<file path="src/hw/dp_pkg.sv">
`default_nettype none

package dp_pkg;

    //////////////////////////////
    // widths
    localparam int data_width         = 32;
    localparam int reg_addr_width     = 4;
    localparam int shamt_width        = 5;
    localparam int shift_amount_width = 8;
    localparam int imm_width          = 8;

    //////////////////////////////
    // instruction field positions (lsb of each field)
    localparam int cond_lsb      = 28;
    localparam int op_lsb        = 26;
    localparam int i_bit         = 25;
    localparam int cmd_lsb       = 21;
    localparam int rn_lsb        = 16;
    localparam int rd_lsb        = 12;
    localparam int rs_lsb        = 8;
    localparam int shamt_lsb     = 7;
    localparam int sh_lsb        = 5;
    localparam int reg_shift_bit = 4;
    localparam int rm_lsb        = 0;
    localparam int imm8_lsb      = 0;

    // data-processing cmd codes in ARM encoding
    typedef enum logic [3:0] {
        cmd_and = 4'b0000,
        cmd_eor = 4'b0001,
        cmd_sub = 4'b0010,
        cmd_add = 4'b0100,
        cmd_orr = 4'b1100,
        cmd_mov = 4'b1101
    } alu_cmd_t;

    typedef enum logic [1:0] {
        sh_lsl = 2'b00,
        sh_lsr = 2'b01,
        sh_asr = 2'b10,
        sh_ror = 2'b11
    } shift_type_t;

    // decode -> execute
    typedef struct packed {
        logic                          valid;
        alu_cmd_t                      cmd;
        logic [reg_addr_width-1:0]     rd;
        logic [data_width-1:0]         operand_a;
        logic [data_width-1:0]         operand_b;
        shift_type_t                   shift_type;
        logic [shift_amount_width-1:0] shift_amount;
    } decoded_op_t;

    // execute -> write-back
    typedef struct packed {
        logic                      valid;
        logic [reg_addr_width-1:0] rd;
        logic [data_width-1:0]     value;
    } result_t;

endpackage

`default_nettype wire

</file>
<file path="src/hw/reg_read_if.sv">
`timescale 1ns/10ps
`default_nettype none

interface reg_read_if;
    import dp_pkg::*;

    // Rn, Rm, Rs read ports
    logic [reg_addr_width-1:0] rn_addr;
    logic [reg_addr_width-1:0] rm_addr;
    logic [reg_addr_width-1:0] rs_addr;
    logic [data_width-1:0]     rn_data;
    logic [data_width-1:0]     rm_data;
    logic [data_width-1:0]     rs_data;

    modport decoder (
        output rn_addr, rm_addr, rs_addr,
        input  rn_data, rm_data, rs_data
    );

    modport reg_file (
        input  rn_addr, rm_addr, rs_addr,
        output rn_data, rm_data, rs_data
    );

endinterface

`default_nettype wire

</file>
<file path="src/hw/reg_file.sv">
`timescale 1ns/10ps
`default_nettype none

module reg_file (
    input  logic            clk,
    input  logic            reset,
    reg_read_if.reg_file    rd_port,
    input  dp_pkg::result_t wb
);
    import dp_pkg::*;

    localparam int num_regs = 1 << reg_addr_width;

    logic [data_width-1:0] regs [num_regs];

    //////////////////////////////
    // write port
    always_ff @(posedge clk or posedge reset) begin
        if (reset) begin
            for (int i = 0; i < num_regs; i++) begin
                regs[i] <= '0;
            end
        end else if (wb.valid) begin
            regs[wb.rd] <= wb.value;
        end
    end

    //////////////////////////////
    // read ports
    // r15 is a plain register with no pc substitution
    assign rd_port.rn_data = regs[rd_port.rn_addr];
    assign rd_port.rm_data = regs[rd_port.rm_addr];
    assign rd_port.rs_data = regs[rd_port.rs_addr];

    // write-back payload comes two stages down from decode
    a_wb_rd_known: assert property (
        @(posedge clk) disable iff (reset)
        wb.valid |-> !$isunknown(wb.rd)
    ) else $error("reg_file: write with unknown destination %h", wb.rd);

endmodule

`default_nettype wire

</file>
<file path="src/hw/instr_decode.sv">
`timescale 1ns/10ps
`default_nettype none

module instr_decode (
    input  logic                          instr_valid,
    input  logic [dp_pkg::data_width-1:0] instr,
    reg_read_if.decoder                   rd_port,
    input  dp_pkg::result_t               ex_bypass,
    input  dp_pkg::result_t               wb_bypass,
    output dp_pkg::decoded_op_t           op
);
    import dp_pkg::*;

    logic [1:0]            op_field;
    logic [3:0]            cmd_field;
    logic                  imm_sel;
    logic                  reg_shift;
    logic                  cmd_known;
    logic [data_width-1:0] rn_value;
    logic [data_width-1:0] rm_value;
    logic [data_width-1:0] rs_value;

    // newest producer wins so execute comes before write-back and the register file
    function automatic logic [data_width-1:0] bypass(
        input logic [reg_addr_width-1:0] addr,
        input logic [data_width-1:0]     file_value,
        input result_t                   ex,
        input result_t                   wb
    );
        if (ex.valid && ex.rd == addr) begin
            return ex.value;
        end else if (wb.valid && wb.rd == addr) begin
            return wb.value;
        end
        return file_value;
    endfunction

    //////////////////////////////
    // field extract
    assign op_field  = instr[op_lsb +: 2];
    assign cmd_field = instr[cmd_lsb +: 4];
    assign imm_sel   = instr[i_bit];
    assign reg_shift = instr[reg_shift_bit];

    assign rd_port.rn_addr = instr[rn_lsb +: reg_addr_width];
    assign rd_port.rm_addr = instr[rm_lsb +: reg_addr_width];
    assign rd_port.rs_addr = instr[rs_lsb +: reg_addr_width];

    always_comb begin
        case (cmd_field)
            cmd_and, cmd_eor, cmd_sub, cmd_add, cmd_orr, cmd_mov: cmd_known = 1'b1;
            default: cmd_known = 1'b0;
        endcase
    end

    //////////////////////////////
    // operands
    always_comb begin
        rn_value = bypass(rd_port.rn_addr, rd_port.rn_data, ex_bypass, wb_bypass);
        rm_value = bypass(rd_port.rm_addr, rd_port.rm_data, ex_bypass, wb_bypass);
        rs_value = bypass(rd_port.rs_addr, rd_port.rs_data, ex_bypass, wb_bypass);
    end

    always_comb begin
        // anything other than op 00 with a known cmd is dropped here
        op.valid     = instr_valid && op_field == 2'b00 && cmd_known;
        op.cmd       = alu_cmd_t'(cmd_field);
        op.rd        = instr[rd_lsb +: reg_addr_width];
        op.operand_a = rn_value;
        if (imm_sel) begin
            // rotate field ignored and imm8 zero extended
            op.operand_b    = {{(data_width-imm_width){1'b0}}, instr[imm8_lsb +: imm_width]};
            op.shift_type   = sh_lsl;
            op.shift_amount = '0;
        end else begin
            op.operand_b  = rm_value;
            op.shift_type = shift_type_t'(instr[sh_lsb +: 2]);
            if (reg_shift) begin
                op.shift_amount = rs_value[shift_amount_width-1:0];
            end else begin
                op.shift_amount = {{(shift_amount_width-shamt_width){1'b0}},
                                   instr[shamt_lsb +: shamt_width]};
            end
        end
    end

    always_comb begin
        if (instr_valid) begin
            a_instr_known: assert final (!$isunknown(instr))
                else $error("instr_decode: instruction has unknown bits %h", instr);
        end
    end

endmodule

`default_nettype wire

</file>
<file path="src/hw/stage_reg.sv">
`timescale 1ns/10ps
`default_nettype none

// one pipeline register whose payload type is chosen per instance
module stage_reg #(
    parameter type payload_t = dp_pkg::result_t
) (
    input  logic     clk,
    input  logic     reset,
    input  payload_t d,
    output payload_t q
);

    // all-zero payload has valid low
    always_ff @(posedge clk or posedge reset) begin
        if (reset) begin
            q <= '0;
        end else begin
            q <= d;
        end
    end

endmodule

`default_nettype wire

</file>
<file path="src/hw/shift_alu.sv">
`timescale 1ns/10ps
`default_nettype none

module shift_alu (
    input  dp_pkg::decoded_op_t op,
    output dp_pkg::result_t     result
);
    import dp_pkg::*;

    logic [shamt_width-1:0]  rot;
    logic [shamt_width-1:0]  asr_amt;
    logic                    big;
    logic [2*data_width-1:0] ror_wide;
    logic [data_width-1:0]   shifted;
    logic [data_width-1:0]   alu_value;

    //////////////////////////////
    // barrel shifter
    always_comb begin
        rot      = op.shift_amount[shamt_width-1:0];
        // any amount of 32 or more
        big      = |op.shift_amount[shift_amount_width-1:shamt_width];
        // asr past 31 is the same as asr by 31
        asr_amt  = big ? '1 : rot;
        ror_wide = {op.operand_b, op.operand_b} >> rot;

        if (op.shift_amount == '0) begin
            shifted = op.operand_b;
        end else begin
            case (op.shift_type)
                sh_lsl:  shifted = big ? '0 : op.operand_b << rot;
                sh_lsr:  shifted = big ? '0 : op.operand_b >> rot;
                sh_asr:  shifted = $signed(op.operand_b) >>> asr_amt;
                default: shifted = ror_wide[data_width-1:0];
            endcase
        end
    end

    //////////////////////////////
    // alu
    always_comb begin
        case (op.cmd)
            cmd_and: alu_value = op.operand_a & shifted;
            cmd_eor: alu_value = op.operand_a ^ shifted;
            cmd_sub: alu_value = op.operand_a - shifted;
            cmd_add: alu_value = op.operand_a + shifted;
            cmd_orr: alu_value = op.operand_a | shifted;
            cmd_mov: alu_value = shifted;
            default: alu_value = '0;
        endcase
    end

    assign result.valid = op.valid;
    assign result.rd    = op.rd;
    assign result.value = alu_value;

    // decode only lets known cmds through with valid set
    always_comb begin
        if (op.valid) begin
            a_cmd_known: assert final (
                op.cmd inside {cmd_and, cmd_eor, cmd_sub, cmd_add, cmd_orr, cmd_mov}
            ) else $error("shift_alu: valid op with unknown cmd %h", op.cmd);
        end
    end

endmodule

`default_nettype wire

</file>
<file path="src/hw/dp_core.sv">
`timescale 1ns/10ps
`default_nettype none

module dp_core (
    input  logic                              clk,
    input  logic                              reset,
    input  logic                              instr_valid,
    input  logic [dp_pkg::data_width-1:0]     instr,
    output logic                              result_valid,
    output logic [dp_pkg::reg_addr_width-1:0] result_reg,
    output logic [dp_pkg::data_width-1:0]     result_data
);
    import dp_pkg::*;

    decoded_op_t dec_op;
    decoded_op_t ex_op;
    result_t     ex_result;
    result_t     wb_result;

    reg_read_if rd_bus ();

    //////////////////////////////
    // decode
    instr_decode u_decode (
        .instr_valid (instr_valid),
        .instr       (instr),
        .rd_port     (rd_bus.decoder),
        .ex_bypass   (ex_result),
        .wb_bypass   (wb_result),
        .op          (dec_op)
    );

    stage_reg #(.payload_t(decoded_op_t)) u_op_stage (
        .clk   (clk),
        .reset (reset),
        .d     (dec_op),
        .q     (ex_op)
    );

    //////////////////////////////
    // execute
    shift_alu u_shift_alu (
        .op     (ex_op),
        .result (ex_result)
    );

    stage_reg #(.payload_t(result_t)) u_wb_stage (
        .clk   (clk),
        .reset (reset),
        .d     (ex_result),
        .q     (wb_result)
    );

    //////////////////////////////
    // write-back
    reg_file u_reg_file (
        .clk     (clk),
        .reset   (reset),
        .rd_port (rd_bus.reg_file),
        .wb      (wb_result)
    );

    assign result_valid = wb_result.valid;
    assign result_reg   = wb_result.rd;
    assign result_data  = wb_result.value;

endmodule

`default_nettype wire

</file>
<file path="config.mk">
export PLATFORM = sky130hd
export DESIGN_NAME = dp_core
export DESIGN_NICKNAME = d
export VERILOG_FILES = /design/src/hw/dp_pkg.sv /design/src/hw/reg_read_if.sv /design/src/hw/reg_file.sv /design/src/hw/instr_decode.sv /design/src/hw/stage_reg.sv /design/src/hw/shift_alu.sv /design/src/hw/dp_core.sv
export SDC_FILE = /design/constraint.sdc
export NUM_CORES = 2
export LEC_CHECK = 0
export BUFFER_PORTS_ARGS = -buffer_cell sky130_fd_sc_hd__buf_4
export CAP_MARGIN = 20
export CORE_MARGIN = 2
export CORE_UTILIZATION = 50
export DETAILED_ROUTE_END_ITERATION = 7
export HOLD_SLACK_MARGIN = 0.12
export PLACE_DENSITY = 0.69
export SETUP_SLACK_MARGIN = 0.1
export SYNTH_ARGS = -nofsm -noshare
export SYNTH_HDL_FRONTEND = slang
export SYNTH_SLANG_ARGS = --single-unit
</file>
<file path="constraint.sdc">
create_clock -name clk -period 56.6 [get_ports clk]
set_input_delay 2.83 -clock clk [delete_from_list [all_inputs] [get_ports clk]]
set_output_delay 2.83 -clock clk [all_outputs]
set_load 0.02 [all_outputs]
</file>
## Yosys cells after proc, flatten, opt, wreduce, memory -nomap -nowiden

Cells that the tools add are included.

- Register bits after elaboration: 632
- Logic and storage cells: 114

- Equality and inequality tests: 18
- Reduce and logical (&&, ||, !) cells: 16
- Mux-type cells: 36
- Bitwise logic cells: 7
- $lt $le $gt $ge: 5
- Shifts and indexed selects: 4
- Add/sub/neg operators: 2

Operators by type and width:

| operator | number |
|---|---|
| 512-bit bitwise mux | 1 |
| 32-bit 2-to-1 mux | 14 |
| 32-bit binary-select mux with 4-bit select | 3 |
| 32-bit one-hot mux with 6 select lines | 1 |
| 32-bit demux with 4-bit select | 1 |
| 32-bit one-hot mux with 3 select lines | 1 |
| 64-bit by 5-bit right shift with 32-bit output | 1 |
| 8-bit 2-to-1 mux | 6 |
| 42-bit 2-to-1 mux | 1 |
| 32-bit adder | 1 |
| 32-bit AND | 1 |
| 32-bit bitwise OR | 1 |
| 32-bit by 5-bit left shift with 32-bit output | 1 |
| 32-bit by 5-bit right shift with 32-bit output | 1 |
| 32-bit by 5-bit >>> shifter with 32-bit output | 1 |
| 32-bit subtractor | 1 |
| 32-bit bitwise XOR | 1 |
| 4-bit == test | 6 |
| 5-bit >= comparator, second input constant | 4 |
| 4-bit NOT with 5-bit output | 4 |
| 4-bit == test, second input constant | 4 |
| 1-bit logical AND | 9 |
| 4-bit by 1-bit == test with 1-bit output, second input constant | 2 |
| 4-bit by 2-bit == test with 1-bit output, second input constant | 2 |
| 11 further kinds | 20 |

## Logic depth before layout (Yosys ltp)

- Word-level depth: 11
- Depth in mapped cells: 31
- Gate-level depth less buffers: 24

## Modules after synthesis

Synthesis repeated with hierarchy kept, for this count alone.

- Cells, all modules: 3960
- Area, all modules: 46827.4 um2

Modules (own cells, without submodules):

| module | area an instance (um2) | cells an instance | instances |
|---|---|---|---|
| reg_file | 30201.5 | 1948 | 1 |
| shift_alu | 11412.2 | 1569 | 1 |
| instr_decode | 2203.4 | 321 | 1 |
| stage_reg (u_op_stage) | 2080.7 | 84 | 1 |
| stage_reg (u_wb_stage) | 929.6 | 38 | 1 |

## Worst setup path before layout

No wires, ideal clock.

- Path kind: register to register
- Start point: register u_op_stage.q[5] (netlist bit)
- End point: register u_op_stage.q[41] (netlist bit)
- Stages on the path, launching flop included: 26
- Path slack: 50467 ps
- Arrival: 5997 ps
- Cell sequence: dfrtp_1 -> buf_2 -> nor4_2 -> mux2i_1 -> a22oi_1 -> a211o_1 -> o211ai_1 -> nor3b_2 -> inv_1 -> nor4_4 -> and3_1 -> clkbuf_1 -> a41oi_1 -> xnor2_1 -> ha_1 -> clkbuf_1 -> nand4_1 -> o211ai_1 -> a221o_1 -> a21o_1 -> a211oi_1 -> o211ai_1 -> o211ai_1 -> xnor2_1 -> a221oi_2 -> a31oi_1

RTL lines:

| element | RTL line | text |
|---|---|---|
| from (decl) | stage_reg.sv:11 | `output payload_t q` |
| from (signal assigned) | stage_reg.sv:17 | `q <= '0;` |
| from (signal assigned) | stage_reg.sv:19 | `q <= d;` |

==> results.toml <==
[setup_path]
max_stage_delay_ns = 0.87
worstSetupEndpointType = "register"
path_delay_family = "compound AO/OA/AOI/OAI gates"
cp.required_ns = 57.08
critPathMaxFanout = 53
cp.arrival_ns = 9.57
cpMostUsedCell = "o211ai_1"
worst-path-buf-inv = 4
cp_slowest_cell = "a222oi_1"
critPathLaunchType = "register"
critPathKind = "reg -> reg"

[final_layout]
areaGrowthSynthToFinish_pct = 7.80
drive_gt1_share_pct = 33.3
final_area_um2 = 49600
stdcell_count = 5063
nets = 3958
post-route-util_pct = 54.3

[synthesis]
async_reset_ff_share_pct = 100
syn_nets = 4129
seq_area_frac_synth_pct = 34.4
synth_area_leaders = "dfrtp_1 (34%), mux4_2 (19%), mux2_2 (14%), mux2i_1 (4.1%), a211oi_1 (3.5%)"
syn_inst = 3992
yosysWarnings = 0
synth_area_leader_cell = "dfrtp_1"
ys_ff_latch = 632
synth.top_cell.area_share_pct = 34.4
synth_edf_count = 0
synthFlopType = "dfrtp_1"
synth_cell_types = 93
avgSynthCellArea_um2 = 11.5
netlist_area_um2 = 46000

[global_route]
grt_max_degree = 168
grt_pass1_wl_um = 240000
grt_usage_pct = 34.0
antenna_found_initial = 5
grt_pass1_vias = 35900
grt.overflow.total = 0

[cts]
insertion_delay_ns = 0.64
postCtsSetupBuffers = 0
htreeDepth = 3
clk_pin_slew_ns = 0.06
cts_buffers = 68
cts_root_buf = "clkbuf_16"
cts.path.max_buffers = 3
cts.sinks = 632
ctsResizeCount = 0
ctsHoldBuffers = 0
cts_tree = "done"

[placement]
placed_area_um2 = 47300
hpwlAfterDp_um = 102000
port_buffers = 66
place_inst = 4934
pre_cts_ws_ns = 47.89
gp_congestion = 1.09

[floorplanning]
io_pins = 72
die_x_um = 307
num_rows = 111
core-area_um2 = 91400
start_util_pct = 50.3
dieArea_um2 = 94400
die_h_um = 307

[timing]
timing_hold_violations_final = 0
holdWs_ns = 0.509
layout_setup_ws_ns = 47.51
slew_violations = 0
fmax_mhz = 110
post-route-min-period_ns = 9.09
relSlewSlack_pct = 17.2
rsz0062_at_grt = "false"
finalSetupViolCount = 0
finalClockSkew_ns = 0.0285
setup_tns_ns = 0
worst_pin_slew_ns = 1.23
post-route-period-util_pct = 16.1

[route]
ant_nets = 0
wl_per_cell_um = 31.9
drt_iter0_drc = 4606
drt_pass1_iterations = 6
dr_total_vias = 36800
wirelength_um = 161000
drc = 0
vias_per_cell = 7.28

[power]
powerDensity_nw_per_um2 = 24.6
p_leak_nw = 21.3
peakVddDrop_v = 0.0000178
design_power_total_mw = 1.22

[status]
status = "completed"

[min_path]
hold_class = "reg -> reg"

[run]
maxCapViolCount = 0
## layout by cell type (no fill, tap or decap), drive strengths merged, types with 24 or more instances in the layout
cell type  netlist  layout
a211oi         217     217
a21o            24      24
a21oi          172     172
a221oi          36      36
a22oi           32      32
a31oi           30      30
buf            141     186
clkbuf         289     101
dfrtp          632     632
ha             101     101
inv             95      97
mux2           558     558
mux2i          190     190
mux4           378     378
nand2          169     169
nand2b          24      24
nand3           46      46
nor2           173     173
nor2b           88      88
nor3            60      60
nor4            29      29
o21ai          107     107
o221ai          28      28
xnor2           56      56
xor2            26      26
## routing by layer
metal	part of all wire [%]	global-route usage [%]	up-vias
met3	11	9.10	569
met5	0.015	0	-
met4	6.1	18.1	4
met2	44	50.3	2252
li1	-	-	15100
met1	39	45.9	18900
## Yosys cell counts, drive strengths merged (7+ instances only)
master / count
nor2: 173
o221ai: 28
nand3: 46
or4: 7
ha: 101
a31oi: 30
and3: 14
nor2b: 88
mux2i: 190
xor2: 26
nor4: 29
a2111oi: 9
a21oi: 172
a221oi: 36
mux4: 378
a32oi: 9
a22o: 7
nand4: 19
xnor2: 56
o21ai: 107
or2: 10
a221o: 8
a311oi: 7
buf: 141
o31ai: 12
and2: 10
a211oi: 217
or3: 12
nor3: 60
nand2: 169
o22ai: 22
a22oi: 32
o41a: 11
o32ai: 8
mux2: 558
o211ai: 17
clkbuf: 289
nand2b: 24
dfrtp: 632
inv: 95
a21o: 24
## final timing paths
kind,from,to,slack [ns],cells after the start
min,u_op_stage.q[82],u_wb_stage.q[36],0.51,0
min reg2reg,u_op_stage.q[82],u_wb_stage.q[36],0.51,0
max,u_op_stage.q[0],u_op_stage.q[41],47.51,25
min in group asynchronous,reset,u_reg_file.regs[416],2.36,2
max in group asynchronous,reset,u_reg_file.regs[54],52.08,4
max reg2reg,u_op_stage.q[0],u_op_stage.q[41],47.51,25
## sequential cells by signal, indices dropped and copies added (netlist names)
signal	count
u_wb_stage.q	37
u_op_stage.q	83
u_reg_file.regs	512
## kinds of logic (layout without fill, tap and decap cells)
group                    count (synthesis)  count (layout)  synth area share (%)
multiplexers                          1126            1126                  36.3
AO/OA/AOI/OAI                          837             837                  12.8
AND/OR/NAND/NOR                        686             686                  7.51
flip-flops                             632             632                  34.4
buffers and inverters                  527             407                  4.68
adder cells (fa/ha/maj)                102             102                  2.79
XOR/XNOR                                82              82                  1.56
other                                    0               5                     0
## area by class of cell
type | instances | area (um^2)
multi-input combinational | 2833 | 28200
clock buffer | 98 | 1890
fill | 7626 | 41800
tap | 1186 | 1480
timing repair buffer | 189 | 1470
antenna | 5 | 12.5
inverter | 97 | 372
clock inverter | 23 | 324
sequential | 632 | 15800
## power breakdown
| group | internal, mW | switching (mW) | total, mW |
|---|---|---|---|
| registers | 0.471 | 0.0341 | 0.505 |
| clock network | 0.258 | 0.190 | 0.448 |
| logic | 0.105 | 0.162 | 0.267 |
| total | 0.833 | 0.387 | 1.22 |
Power figures use the tool's default switching activity.
